===== config.mk =====
export PLATFORM = sky130hd
export DESIGN_NAME = dma_controller
export DESIGN_NICKNAME = d
export VERILOG_FILES = /design/src/source/dma_pkg.sv /design/src/source/dma_controller.sv
export SDC_FILE = /design/constraint.sdc
export NUM_CORES = 1
export LEC_CHECK = 0
export ABC_AREA = 1
export ABC_CLOCK_PERIOD_IN_PS = 3700
export BUFFER_PORTS_ARGS = -buffer_cell sky130_fd_sc_hd__buf_2
export CORE_AREA = 2 2 144 132
export CTS_CLUSTER_SIZE = 20
export DETAILED_ROUTE_END_ITERATION = 10
export DIE_AREA = 0 0 146 134
export PLACE_DENSITY = 0.53
export SLEW_MARGIN = 20
export SYNTH_ARGS = -nofsm -noshare
export SYNTH_HDL_FRONTEND = slang
export SYNTH_SLANG_ARGS = --single-unit

===== constraint.sdc =====
create_clock -name clock -period 3.7 [get_ports clock]
set_input_delay 1.11 -clock clock [delete_from_list [all_inputs] [get_ports clock]]
set_output_delay 1.11 -clock clock [all_outputs]
set_load 0.02 [all_outputs]

===== src/source/dma_pkg.sv =====
package dma_pkg;

    // Sizing
    localparam int buffer_depth = 256;
    localparam int memory_depth = 256;

    typedef logic [7:0] buffer_address_t;

    // Word address on the bus, byte offset is always zero
    typedef struct packed {
        logic [29:0] word_index;
        logic [1:0]  byte_offset;
    } bus_address_t;

    // Address in the begin cycle, data in every other cycle
    typedef union packed {
        bus_address_t address;
        logic [31:0]  data;
    } bus_word_u;

    typedef struct packed {
        logic         read_n_write;
        bus_address_t start;
        logic [7:0]   burst_length;
        logic [8:0]   block_length;
    } dma_command_t;

    typedef struct packed {
        logic       begin_transaction;
        logic       read_n_write;
        logic [7:0] burst_length;
        logic       end_transaction;
        logic       data_valid;
        bus_word_u  word;
    } bus_master_t;

    typedef struct packed {
        logic        data_valid;
        logic        end_transaction;
        logic        bus_error;
        logic [31:0] data;
    } bus_target_t;

    typedef struct packed {
        logic done;
        logic error;
    } dma_status_t;

endpackage


===== src/source/dma_controller.sv =====
`timescale 1ns/1ps

module dma_controller (
    input  logic                     clock,
    input  logic                     n_reset,
    input  logic                     launch,
    input  dma_pkg::dma_command_t    command,
    output logic                     busy,
    output dma_pkg::dma_status_t     status,
    output logic                     request,
    input  logic                     grant,
    output dma_pkg::bus_master_t     master,
    input  dma_pkg::bus_target_t     target,
    output dma_pkg::buffer_address_t buffer_address,
    output logic                     buffer_write,
    output logic [31:0]              buffer_write_data,
    input  logic [31:0]              buffer_read_data
);
    import dma_pkg::*;

    typedef enum logic [2:0] {
        state_idle,
        state_request,
        state_set_up,
        state_read,
        state_write,
        state_end_burst
    } state_t;

    state_t          state;
    state_t          next_state;
    logic            read_n_write;
    logic            error_flag;
    logic            end_error;
    logic            word_step;
    logic            last_burst_word;
    logic [7:0]      burst_length;
    logic [7:0]      burst_left;
    logic [7:0]      trimmed_length;
    logic [8:0]      remaining;
    logic [8:0]      burst_words;
    bus_address_t    bus_address;
    buffer_address_t buffer_index;

    // Last burst of a block may be shorter than the programmed length
    assign burst_words = ({1'b0, burst_length} + 9'd1 < remaining) ?
                         {1'b0, burst_length} + 9'd1 : remaining;
    assign trimmed_length = 8'(burst_words - 9'd1);

    assign word_step = (state == state_write) || (state == state_read && target.data_valid);
    assign last_burst_word = (burst_left == 8'd0);

    // A one-word write burst is already over when its error comes back
    assign end_error = (state == state_end_burst) && target.bus_error;

    always_comb begin
        next_state = state;
        case (state)
            state_idle:      if (launch) next_state = state_request;
            state_request:   if (grant) next_state = state_set_up;
            state_set_up:    next_state = read_n_write ? state_read : state_write;
            // An error burst also ends with end_transaction
            state_read:      if (target.end_transaction) next_state = state_end_burst;
            state_write:     if (last_burst_word || target.bus_error) next_state = state_end_burst;
            state_end_burst: begin
                if (error_flag || end_error || remaining == 9'd0) begin
                    next_state = state_idle;
                end else begin
                    next_state = state_request;
                end
            end
            default:         next_state = state_idle;
        endcase
    end

    always_ff @(posedge clock) begin
        if (!n_reset) begin
            state <= state_idle;
            error_flag <= 1'b0;
        end else begin
            state <= next_state;
            if (state == state_idle && launch) begin
                error_flag <= 1'b0;
            end else if (target.bus_error &&
                         state inside {state_read, state_write, state_end_burst}) begin
                error_flag <= 1'b1;
            end
        end
    end

    // Command latch and running counters
    always_ff @(posedge clock) begin
        if (state == state_idle && launch) begin
            read_n_write <= command.read_n_write;
            burst_length <= command.burst_length;
            bus_address <= command.start;
            remaining <= command.block_length;
            buffer_index <= '0;
        end else if (state == state_set_up) begin
            burst_left <= trimmed_length;
        end else if (word_step) begin
            bus_address.word_index <= bus_address.word_index + 30'd1;
            remaining <= remaining - 9'd1;
            buffer_index <= buffer_index + 8'd1;
            burst_left <= burst_left - 8'd1;
        end
    end

    assign busy = (state != state_idle);
    assign request = state inside {state_request, state_set_up, state_read, state_write};
    assign status.done = (state == state_end_burst) && (next_state == state_idle);
    assign status.error = error_flag || end_error;

    always_comb begin
        master = '0;
        if (state == state_set_up) begin
            master.begin_transaction = 1'b1;
            master.read_n_write = read_n_write;
            master.burst_length = trimmed_length;
            master.word.address = bus_address;
        end else if (state == state_write) begin
            master.data_valid = 1'b1;
            master.end_transaction = last_burst_word;
            master.word.data = buffer_read_data;
        end
    end

    // Fetch one word ahead while writing to the bus
    assign buffer_address = (state == state_write) ? buffer_index + 8'd1 : buffer_index;
    assign buffer_write = (state == state_read) && target.data_valid;
    assign buffer_write_data = target.data;

    begin_needs_grant: assert property (
        @(posedge clock) disable iff (!n_reset)
        master.begin_transaction |-> grant
    ) else $error("begin_transaction without grant");

    buffer_write_in_read: assert property (
        @(posedge clock) disable iff (!n_reset)
        buffer_write |-> read_n_write && grant
    ) else $error("buffer write outside a granted read burst");

endmodule


==> results.yml <==
global_routing:
  track_usage: 0.161
  antenna_found_initial: 0
  gr-total-overflow: 0
  grt_pass1_vias: 4966
  grt_max_degree: 49
  grt_pass1_wl_microns: 25100
setup_path:
  r2r_start: "burst_length[1]"
  reg2reg_depth: 21
  reg2reg_to: "burst_left[2]"
  crit_start: "burst_length[1]"
  required_ns: 2.59
  crit_type: "reg -> out"
  arrival_ns: 2.95
  cp_max_fo: 3
  start_kind: "flip-flop"
  critPathCaptureType: "output pin"
  rrSetupSlack_ns: 0.81
route:
  ant_nets: 0
  wl_microns: 15800
  viasPerCell: 4.55
  first_iter_violations: 265
  wl_per_cell_microns: 14.0
  num_vias: 5142
  first_pass_iters: 4
  drc: 0
logic_synthesis:
  ys_ff_latch: 70
  ys_warn_count: 0
  synth.distinct_cells: 40
  postSynthCellCount: 726
  synth_nets: 861
  synth_area_per_cell_sq_um: 7.32
  asyncSetResetFlopFracSynth: 0
  synth_edf_count: 58
  synth_area_sq_mm: 0.00531
  synthFlopType: "edfxtp_1"
  seq_area_frac_synth: 0.373
outcome:
  violations: "negative setup slack"
  outcome: "finished with violations"
sta:
  fin_crit_sh: 1.10
  rsz0062_at_grt: "yes"
  worstMarginPinSlew_ns: 0.772
  layout_setup_ws_ns: -0.360
  period_needed_ns: 4.06
  fin_skew_ns: 0.00951
  hold_viol: 0
  finalMaxSlewViolations: 0
  max_freq_mhz: 246
  tns_ns: -2.41
  max_slew_margin: 0.485
  setup_viol: 8
clock_network:
  cts-buffers-inserted: 9
  clk_pin_slew_ns: 0.06
  root_buffer: "clkbuf_16"
  cts_tree: "yes"
  clock_sinks: 70
  clk_latency_ns: 0.34
  cts_max_path_buffers: 2
  htreeDepth: 3
  cts_hold_buf: 0
hold_path:
  hp-class: "reg -> reg"
  min_to: "error_flag"
  hp-start: "error_flag"
  hold_depth: 2
floorplanning:
  dieArea_sq_mm: 0.0196
  row_count: 47
  core-area_sq_mm: 0.0181
  ios: 210
  fp.dieW_microns: 146
  start_util: 0.293
  die-height_microns: 134
cells_and_area:
  nets: 1014
  diodes: 0
  multiInputGateArea_sq_mm: 0.00281
  register_area_sq_mm: 0.00198
  layout-drive-gt1-share: 0.317
  final_area_sq_mm: 0.00703
  fill_cells: 1936
  syn_to_final_growth_pct: 32.3
placement:
  dpl.hpwl_microns: 11700
  routabilityCongestion: 0.881
  port_buffers: 145
  dpl_cell_area_sq_mm: 0.00624
  dp_slack_ns: -0.211
run:
  maxCapViolCount: 0
power:
  leakage_nw: 3.32
  power_density_mw_per_mm2: 441
  peakVddDrop_mv: 0.188
## worst max-delay path, cell delays in order, from the launching register on
cell,delay (ns)
edfxtp_1,0.39
ha_2,0.22
nand2_4,0.07
nor2_4,0.12
nand2_1,0.06
nand2_1,0.06
nand2_2,0.06
buf_4,0.13
buf_4,0.12
buf_4,0.12
buf_4,0.13
buf_4,0.12
buf_4,0.12
buf_4,0.12
buf_4,0.12
nand3_1,0.09
nand2_2,0.06
buf_4,0.14
inv_1,0.04
nand3_1,0.08
nand3_2,0.09
inv_2,0.04
buf_6,0.12
## report_power, final
part | total, mW | switching, mW | internal, mW
sequential | 1.09 | 0.0873 | 0.999
combinational | 0.986 | 0.605 | 0.380
clock | 1.03 | 0.367 | 0.663
## cells in the final DEF, fill, tap and decap left out, types with 11 or more instances in the layout
cell type	n
nand3_1	32
a31oi_1	12
buf_4	45
inv_1	95
nand2_2	19
nor3_1	15
edfxtp_1	58
xor2_1	24
nor2_4	11
nor2_1	44
o21ai_0	69
nand2_1	187
buf_2	137
dfxtp_1	12
nand4_1	11
clkbuf_16	14
## state kept, by name, summed over array words and instances, names as in the netlist
register	count
buffer_index	8
bus_address	32
error_flag	1
burst_length	8
read_n_write	1
remaining	9
state	3
burst_left	8
## metal layers
layer	wire length, microns	vias up	GRT usage	share of wire
met5	0	-	0	0
met4	306	0	0.0577	0.019
met3	952	22	0.0327	0.060
met2	7170	160	0.269	0.45
met1	7360	2303	0.208	0.47
li1	-	2657	-	-
## worst max-delay path by stage
stage / end / slack [ns] / cells past startpoint
CTS: master[38] / -0.38 / 22
global route: master[40] / -0.61 / 21
finish: master[40] / -0.36 / 22
detailed placement: master[40] / -0.21 / 22
floorplan: master[40] / 0.02 / 20
global placement: master[40] / -0.13 / 22
## timing repair
action | in CTS | in global routing
setup endpoints to repair | 8 | 8
setup buffers | 14 | 8
pin swaps | 23 | 38
resized for setup | 40 | 36
## final cells by class
class / instances / area share
Clock inverter: 2 / 0.00249
Tap cell: 245 / 0.0436
Clock buffer: 14 / 0.0499
Inverter: 105 / 0.0561
Sequential cell: 70 / 0.282
Multi-Input combinational cell: 500 / 0.400
Timing Repair Buffer: 193 / 0.166
## cell families after synthesis
family	share of synthesized area
compound gates	0.111
xor+xnor	0.0429
fa+ha+maj	0.0330
buf+inv	0.139
flops	0.373
simple gates	0.301
## Yosys cell counts (3+ instances only)
cell	count	area share
a31oi_1	12	0.014
clkbuf_1	8	0.0057
o21bai_1	5	0.0071
nand3_1	39	0.037
nor2_1	52	0.037
nand4_1	11	0.013
buf_4	32	0.045
edfxtp_1	58	0.33
ha_1	14	0.033
nor2_4	3	0.0064
xor2_1	24	0.040
a21oi_1	8	0.0075
dfxtp_1	12	0.045
o21ai_0	70	0.066
nand3_4	3	0.0099
nor3_1	15	0.014
nand2_1	205	0.14
a22o_1	5	0.0082
buf_2	7	0.0066
nand2_2	7	0.0082
inv_1	104	0.073
nor4_1	7	0.0082
nand3_2	3	0.0057
## metrics by stage
stage	hold WS, ns	utilization	power, mW	instances
2_1_floorplan	0.483	-	1.68	726
3_3_place_gp	0.506	0.344	1.93	1091
3_5_place_dp	0.511	0.344	1.93	1091
4_1_cts	0.525	0.378	3.05	1121
5_1_grt	0.560	0.388	3.28	1129
6_report	0.519	0.388	3.10	1129
Power figures use the tool's default switching activity.
