===== config.mk =====
export PLATFORM = sky130hd
export DESIGN_NAME = bus_arbiter
export DESIGN_NICKNAME = d
export VERILOG_FILES = /design/src/source/bus_arbiter.sv
export SDC_FILE = /design/constraint.sdc
export NUM_CORES = 1
export LEC_CHECK = 0
export ABC_AREA = 1
export BUFFER_PORTS_ARGS = -buffer_cell sky130_fd_sc_hd__buf_2
export CORE_AREA = 2 2 39 41
export CTS_CLUSTER_SIZE = 24
export DETAILED_ROUTE_END_ITERATION = 10
export DIE_AREA = 0 0 41 43
export MAX_ROUTING_LAYER = met4
export PLACE_DENSITY_LB_ADDON = 0.12
export SETUP_SLACK_MARGIN = 0.15
export SYNTH_ARGS = -nofsm -noshare
export SYNTH_HDL_FRONTEND = slang
export SYNTH_SLANG_ARGS = --single-unit

===== constraint.sdc =====
create_clock -name clock -period 0.9 [get_ports clock]
set_input_delay 0.18 -clock clock [delete_from_list [all_inputs] [get_ports clock]]
set_output_delay 0.18 -clock clock [all_outputs]
set_load 0.01 [all_outputs]

===== src/source/bus_arbiter.sv =====
`timescale 1ns/1ps

module bus_arbiter (
    input  logic clock,
    input  logic n_reset,
    input  logic dma_request,
    input  logic ext_request,
    output logic dma_grant,
    output logic ext_grant
);

    // High when the external requester had the bus last
    logic ext_served_last;

    always_ff @(posedge clock) begin
        if (!n_reset) begin
            dma_grant <= 1'b0;
            ext_grant <= 1'b0;
            ext_served_last <= 1'b0;
        end else if (dma_grant) begin
            if (!dma_request) dma_grant <= 1'b0;
        end else if (ext_grant) begin
            if (!ext_request) ext_grant <= 1'b0;
        end else if (dma_request && (!ext_request || ext_served_last)) begin
            dma_grant <= 1'b1;
            ext_served_last <= 1'b0;
        end else if (ext_request) begin
            ext_grant <= 1'b1;
            ext_served_last <= 1'b1;
        end
    end

    one_owner: assert property (@(posedge clock) disable iff (!n_reset) !(dma_grant && ext_grant))
        else $error("both masters granted");

endmodule


==> flow_summary.yaml, run 1 <==
logic_synthesis:
  syn-mean-instance-area_um2: 7.79
  yosysTopAreaCellShare_pct: 42.9
  yosys.area_share.adder_pct: 0
  ys_seq_area_share_pct: 42.9
  synth_area_um2: 140
  synth_area_leader_cell: "dfxtp_1"
  synth_cell_types: 10
  synthSimpleGateAreaFrac_pct: 27.7
  synthesis.nets: 22
  netlist_instances: 18
  synth.top_cells.by_area: "dfxtp_1 43%, nand2_1 13%, a21boi_2 8.0%"
  synth_seq_cells: 3
  synth_compound_area_share_pct: 21.4
  synth-xor-area-share_pct: 0
  synth_mux_area_share_pct: 0
  yosysWarningCount: 0
  synth_top_family_by_area: "simple AND/OR/NAND/NOR gates"
outcome:
  status: "complete, no violations"
floorplanning:
  core-area_um2: 1380
  num_io_pins: 6
  std_cell_rows: 14
  die_x_um: 41
  start_util_pct: 10.1
  dieHeight_um: 43
  dieArea_um2: 1760
power:
  p_per_area_nw_per_um2: 1910
  pwr-share-seq_pct: 31.8
  p_total_mw: 0.490
  leakagePower_nw: 0.114
  switchingPower_mw: 0.129
  clkPwrFrac_pct: 49.7
  p_sw_share_pct: 26.2
  ir_worst_vdd_mv: 0.512
  internal_power_mw: 0.362
  power_frac_comb_pct: 18.5
placed_design:
  dp.final_hpwl_um: 242
  dp_cells: 39
  io_buffers: 5
  post_dp_cell_area_um2: 194
  gp_congestion: 0.782
cts:
  clockRootBuffer: "clkbuf_4"
  h-tree-depth: 1
  clock_latency_ns: 0.24
  numCtsBuffers: 3
  clk_pin_slew_worst_paths_ns: 0.04
  cts_sinks: 3
  cts_max_path_buffers: 2
  cts_tree: "done"
  cts_hold_buf: 0
sta:
  worstMarginPinSlew_ns: 0.110
  slew_headroom_pct: 92.7
  finalCritPeriodShare_pct: 98.6
  hold_viol: 0
  clock_skew_ns: 0.00738
  layout_min_cycle_time_ns: 0.887
  report.final.slew_viol_count: 0
  fmax_mhz: 1130
  rsz0062_at_grt: "true"
  setup_viol_count_final: 0
global_route:
  grt_overflow: 0
  grt_pass1_wl_um: 641
  grt_usage_pct: 6.46
  antenna_found_initial: 0
  grt_pass1_vias: 161
  grt_start_max_net_pins: 4
routing:
  post-route-drc-count: 0
  drtIter0Drc: 0
  ant_nets: 0
  wire_per_inst_um: 7.62
  drt-pass1-iter-count: 1
  vias: 144
  viasPerCell: 3.20
  wirelength_um: 343
setup_path:
  slowest_delay_ns: 0.35
  setup.worst_path.class: "reg2out"
  worstPathArrival_ns: 0.71
  critPathSlowestCell: "dfxtp_4"
  crit_buf_inv: 1
  startpoint_type: "flip-flop"
  crit_required_ns: 0.72
  cp_top_family: "flip-flops"
  worstPathMaxFanout: 3
  critPathCaptureType: "primary output"
  path_cells: "buf_6"
finish:
  nFillCells: 163
  diodes: 0
  drive_above_1_share_pct: 58.6
  nets: 34
  syn_to_final_growth_pct: 83.0
  fin_area_um2: 256
  finalNonFillerCells: 45
hold_path:
  min_path_type: "in2reg"
flow_run:
  maxCapViolations: 0
-- cells by family after synthesis --
kind of cell,count (synthesis)
simple gates,8
compound gates,4
flops,3
buf+inv,3
-- per-stage QoR --
stage | TNS [ns] | setup WS, ns | util, % | hold WS, ns
5_1_grt | -0.0122 | -0.0122 | 18.5 | 0.188
3_3_place_gp | 0 | 0.120 | 14.0 | 0.444
6_report | 0 | 0.0125 | 18.5 | 0.186
2_1_floorplan | 0 | 0.155 | - | 0.301
4_1_cts | -0.00317 | -0.00317 | 18.5 | 0.175
3_5_place_dp | 0 | 0.122 | 14.0 | 0.449
-- power groups by stage --
stage	Combinational, mW	Clock, mW	Sequential [mW]
2_1_floorplan	0.0384	0	0.162
3_3_place_gp	0.0646	0	0.159
3_5_place_dp	0.0636	0	0.160
4_1_cts	0.0921	0.260	0.156
5_1_grt	0.101	0.274	0.158
6_report	0.0905	0.244	0.156
-- cells in the final DEF, fill, tap and decap left out --
cell type / n
a21boi_2: 1
a21oi_1: 1
a21oi_2: 1
buf_2: 3
buf_4: 1
buf_6: 3
clkbuf_1: 1
clkbuf_4: 3
dfxtp_1: 1
dfxtp_2: 1
dfxtp_4: 1
inv_1: 3
nand2_1: 5
nand3_2: 1
nor2_1: 1
nor2_4: 1
o21ai_2: 1
-- worst paths after layout --
check | slack, ns | from | cells past startpoint | end
worst max register to register | 0.05 | ext_grant | 5 | ext_served_last
worst min register to register | 0.47 | ext_served_last | 2 | ext_served_last
worst min-delay path | 0.19 | n_reset | 3 | ext_grant
worst max-delay path | 0.01 | dma_grant | 1 | dma_grant
-- per-layer routing --
layer / GRT usage, % / wire (um)
met1: 7.64 / 152
met2: 5.63 / 163
met3: 1.57 / 18
met4: 12.0 / 8
met5: - / 0
-- Yosys cell counts --
master	number
a21oi_1	1
nor2_2	1
nand3_2	1
inv_1	3
a21oi_2	1
dfxtp_1	3
nand2_1	5
nor2_1	1
o21ai_0	1
a21boi_2	1
-- sequential cells by signal (all words and copies together) (netlist names) --
| register | count |
|---|---|
| dma_grant | 1 |
| ext_grant | 1 |
| ext_served_last | 1 |
-- layout make-up --
class	count	area (um^2)	area share [%]
multi-input cells	12	77.6	30.2
inverters	3	11.3	4.39
repair buffers	7	56.3	22.0
clock buffers	4	26.3	10.2
flip-flops and latches	3	65.1	25.4
well taps	16	20.0	7.80
-- what timing repair did --
action / in CTS / in global routing
setup buffers: 2 / 0
pin swaps: 3 / 6
endpoints found under the setup margin: 4 / 5
gates resized for setup: 6 / 0
(Power assumes the default switching activity.)
==> run 2, diff against run 1 <==
- CELL_PAD_IN_SITES_DETAIL_PLACEMENT: unset -> 1
- CELL_PAD_IN_SITES_GLOBAL_PLACEMENT: unset -> 2
- CTS_BUF_LIST: unset -> sky130_fd_sc_hd__clkbuf_4 sky130_fd_sc_hd__clkbuf_8
==> run 2 against run 1 <==
  * Count of clock-buffer cells in the layout did not move
  * Combinational power fell by 21%
  * Via count did not move
  * Worst hold slack improved by 0.027 ns
  * Critical path type unchanged
  * Global-route usage fell by 0.62 points
  * Sequential share of layout area rose by 2.8 points
  * Die area did not move
  * Register-to-register slack improved by 0.09 ns
  * Utilization fell by 1.2 points
  * Flip-flop and latch count did not move
  * Setup slack improved by 0.0092 ns
  * Clock skew fell by 0.0059 ns
  * Highest routed layer unchanged
==> flow_summary.yaml, run 2 (synthesis gave the netlist of run 1 again) <==
cts:
  clockRootBuffer: "clkbuf_4"
  clk_pin_slew_worst_paths_ns: 0.03
  cts_max_path_buffers: 2
  cts_tree: "done"
  cts_hold_buf: 0
  cts_sinks: 3
  h-tree-depth: 1
  postCtsSetupRepairBufs: 0
  numCtsBuffers: 3
  clock_latency_ns: 0.23
setup_path:
  setup.worst_path.class: "reg2out"
  slowest_delay_ns: 0.35
  startpoint_type: "flip-flop"
  worstPathMaxFanout: 5
  cp_top_family: "flip-flops"
  critPathSlowestCell: "dfxtp_4"
  crit_required_ns: 0.72
  rr_endpoint: "ext_served_last"
  critPathCaptureType: "primary output"
  rrSetupSlack_ns: 0.14
  rr_worst_depth: 4
  path_cells: "buf_6"
  reg2reg_from: "dma_grant"
  worstPathArrival_ns: 0.70
  crit_buf_inv: 1
finish:
  syn_to_final_growth_pct: 71.4
  diodes: 0
  mostFrequentLayoutCells: "5 x nand2_1, 4 x clkbuf_4, 3 x inv_1, 3 x buf_2"
  post-route-util_pct: 17.4
  drive_above_1_share_pct: 55.6
  nFillCells: 170
  layout_commonest_cell: "nand2_1"
  reg_top3: "dma_grant x1, ext_grant x1, ext_served_last x1"
  finalNonFillerCells: 43
  nets: 32
power:
  leakagePower_nw: 0.105
  p_per_area_nw_per_um2: 2030
  ir_worst_vdd_mv: 0.466
  p_total_mw: 0.488
sta:
  clock_skew_ns: 0.00152
  finalSetupTns_ns: 0
  fmax_mhz: 1140
  report.final.slew_viol_count: 0
  setup_viol_count_final: 0
  hold_viol: 0
  rsz0062_at_grt: "true"
  finalCritPeriodShare_pct: 97.6
  slew_headroom_pct: 85.2
  worstMarginPinSlew_ns: 0.220
  layout_min_cycle_time_ns: 0.878
global_route:
  grtUsageMet2_pct: 7.19
  grt_pass1_wl_um: 648
  grt_overflow: 0
  use_met1_pct: 6.05
  grt_start_max_net_pins: 6
  antenna_found_initial: 0
  grt_usage_pct: 5.85
  busiest_layer: "met2"
  grt_pass1_vias: 161
  gr-usage-met3_pct: 3.14
floorplanning:
  std_cell_rows: 14
  core-area_um2: 1380
  dieHeight_um: 43
  dieArea_um2: 1760
  start_util_pct: 10.1
  num_io_pins: 6
  die_x_um: 41
outcome:
  status: "complete, no violations"
placed_design:
  gp_congestion: 0.606
  io_buffers: 5
  dp_cells: 39
routing:
  post-route-drc-count: 0
  vias: 144
  wire_per_inst_um: 7.28
  drt-pass1-iter-count: 2
  drtIter0Drc: 2
  ant_nets: 0
  viasPerCell: 3.35
  wirelength_um: 313
hold_path:
  hold_end: "ext_served_last"
  hold_start: "n_reset"
  holdPathStages: 3
  min_path_type: "in2reg"
flow_run:
  maxCapViolations: 0
-- run 2: worst max-delay path by stage --
stage | from | end | slack, ns | depth (start not counted)
global route | dma_grant | dma_grant | -0.01 | 1
global placement | dma_grant | ext_served_last | 0.13 | 4
detailed placement | dma_grant | ext_served_last | 0.13 | 4
CTS | dma_grant | dma_grant | 0.01 | 1
finish | dma_grant | dma_grant | 0.02 | 1
floorplan | dma_grant | ext_served_last | 0.15 | 4
-- run 2: tightest hold or removal path, delay by kind of cell --
family | cells | cell delay [ns]
buffers and inverters | 1 | 0.11
AND/OR/NAND/NOR | 2 | 0.09
-- run 2: final cells by class --
| class | instances | area, um^2 | area share, % |
|---|---|---|---|
| well taps | 16 | 20.0 | 8.33 |
| flip-flops and latches | 3 | 67.6 | 28.1 |
| repair buffers | 5 | 37.5 | 15.6 |
| inverters | 3 | 11.3 | 4.69 |
| multi-input cells | 12 | 73.8 | 30.7 |
| clock buffers | 4 | 30.0 | 12.5 |
-- run 2: repair_timing --
item / 4_1_cts / 5_1_grt
pin swaps: 3 / 2
setup endpoints to repair: 3 / 5
gates resized for setup: 4 / 0
-- run 2: per-layer routing --
layer / wire length, um / part of all wire, % / vias up
li1: - / - / 73
met1: 122 / 39 / 65
met2: 157 / 50 / 4
met3: 27 / 8.6 / 2
met4: 5 / 1.6 / 0
met5: 0 / 0 / -
-- run 2: report_power, final --
part / internal, mW / switching (mW) / total (mW)
logic: 0.0370 / 0.0342 / 0.0711
clock network: 0.196 / 0.0624 / 0.258
registers: 0.145 / 0.0139 / 0.159
-- run 2: stage by stage --
step / area (um^2) / setup slack, ns / hold slack, ns
detailed placement: 194 / 0.129 / 0.448
global placement: 194 / 0.126 / 0.439
CTS: 240 / 0.00960 / 0.199
global route: 240 / -0.0133 / 0.222
floorplan: 149 / 0.155 / 0.301
finish: 240 / 0.0217 / 0.212
==> run 3, diff against run 2 <==
- CELL_PAD_IN_SITES_DETAIL_PLACEMENT: 1 -> unset
- CELL_PAD_IN_SITES_GLOBAL_PLACEMENT: 2 -> unset
==> run 3 against run 2 <==
  * Wire length grew 11%
  * Setup slack lost 0.010 ns
  * Clock skew grew 0.0055 ns
  * Count of clock-buffer cells in the layout is the same
  * Non-clock buffer count grew 2
  * Highest routed layer unchanged
  * Combinational power grew 27%
  * Largest cell class unchanged
  * Via count is the same
  * Die area is the same
  * Final cell count grew 4.7%
  * Utilization grew 1.4 points
  * Design area grew 8.3%
==> flow_summary.yaml, run 3 (synthesis gave the netlist of run 1 again) <==
finish:
  syn_to_final_growth_pct: 85.7
  nets: 34
  diodes: 0
  drive_above_1_share_pct: 62.1
  mostFrequentLayoutCells: "5 x nand2_1, 4 x clkbuf_4, 3 x inv_1, 3 x buf_2, 3 x buf_6"
  layout_commonest_cell: "nand2_1"
  finalNonFillerCells: 45
  reg_top3: "dma_grant x1, ext_grant x1, ext_served_last x1"
sta:
  report.final.slew_viol_count: 0
  layout_min_cycle_time_ns: 0.888
  setup_viol_count_final: 0
  holdWs_ns: 0.185
  clock_skew_ns: 0.00703
  finalSetupTns_ns: 0
  rsz0062_at_grt: "true"
  slew_headroom_pct: 92.7
  hold_viol: 0
  finalCritPeriodShare_pct: 98.7
  worstMarginPinSlew_ns: 0.110
  fmax_mhz: 1130
  setup_ws_ns: 0.0116
global_route:
  grt_usage_pct: 6.46
  grt_start_max_net_pins: 4
  grt_pass1_wl_um: 641
  antenna_found_initial: 0
  grt_pass1_vias: 161
  grt_overflow: 0
placed_design:
  gp_congestion: 0.782
  place_ws_ns: 0.122
  io_buffers: 5
  dp_cells: 39
  dp.final_hpwl_um: 242
floorplanning:
  core-area_um2: 1380
  die_x_um: 41
  num_io_pins: 6
  dieHeight_um: 43
  std_cell_rows: 14
  dieArea_um2: 1760
  start_util_pct: 10.1
routing:
  ant_nets: 0
  vias: 144
  drt-pass1-iter-count: 1
  wire_per_inst_um: 7.69
  drtIter0Drc: 0
  viasPerCell: 3.20
  wirelength_um: 346
  post-route-drc-count: 0
cts:
  numCtsBuffers: 3
  h-tree-depth: 1
  cts_max_path_buffers: 2
  clockRootBuffer: "clkbuf_4"
  clock_latency_ns: 0.24
  clk_pin_slew_worst_paths_ns: 0.04
  cts_sinks: 3
  cts_tree: "done"
hold_path:
  min_path_type: "in2reg"
flow_run:
  maxCapViolations: 0
setup_path:
  critPathSlowestCell: "dfxtp_4"
  worstPathMaxFanout: 3
  crit_required_ns: 0.72
  setup.worst_path.class: "reg2out"
  worstPathArrival_ns: 0.71
  path_cells: "buf_6"
  slowest_delay_ns: 0.35
  rrSetupSlack_ns: 0.05
  startpoint_type: "flip-flop"
  critPathCaptureType: "primary output"
  crit_buf_inv: 1
  cp_top_family: "flip-flops"
power:
  p_per_area_nw_per_um2: 2010
  leakagePower_nw: 0.117
  p_total_mw: 0.522
  ir_worst_vdd_mv: 0.423
outcome:
  status: "complete, no violations"
run 3: final timing paths:
check,from,to,depth (start not counted)
setup / recovery,dma_grant,dma_grant,1
hold / removal,n_reset,ext_grant,3
setup reg to reg,ext_grant,ext_served_last,5
hold reg to reg,ext_served_last,ext_served_last,2
run 3: per-layer routing:
layer	GRT usage [%]	up-vias	share of wire, %
met5	-	-	0
met4	12.0	0	2.3
met3	1.57	2	5.2
met2	5.63	3	48
met1	7.64	61	44
li1	-	78	-
run 3: area by class of cell:
cell class              count  area [um^2]
inverters                   3         11.3
multi-input cells          12         77.6
repair buffers              7         56.3
fillers                   164         1120
clock buffers               4         30.0
flip-flops and latches      3         65.1
well taps                  16         20.0
run 3: power breakdown:
part,internal (mW),total (mW),switching (mW)
sequential,0.146,0.156,0.0101
combinational,0.0492,0.0905,0.0413
clock,0.197,0.275,0.0786
run 3: what timing repair did:
| action | CTS | global route |
|---|---|---|
| setup buffers | 2 | 0 |
| hold buffers | 0 | 0 |
| resized for setup | 6 | 0 |
| setup endpoints to repair | 4 | 5 |
| pin swaps | 3 | 6 |
run 3: through the flow:
stage / cell area, um^2 / utilization [%]
after detailed placement: 194 / 14.0
after global routing: 260 / 18.8
after floorplan: 149 / -
after CTS: 260 / 18.8
final: 260 / 18.8
after global placement: 194 / 14.0
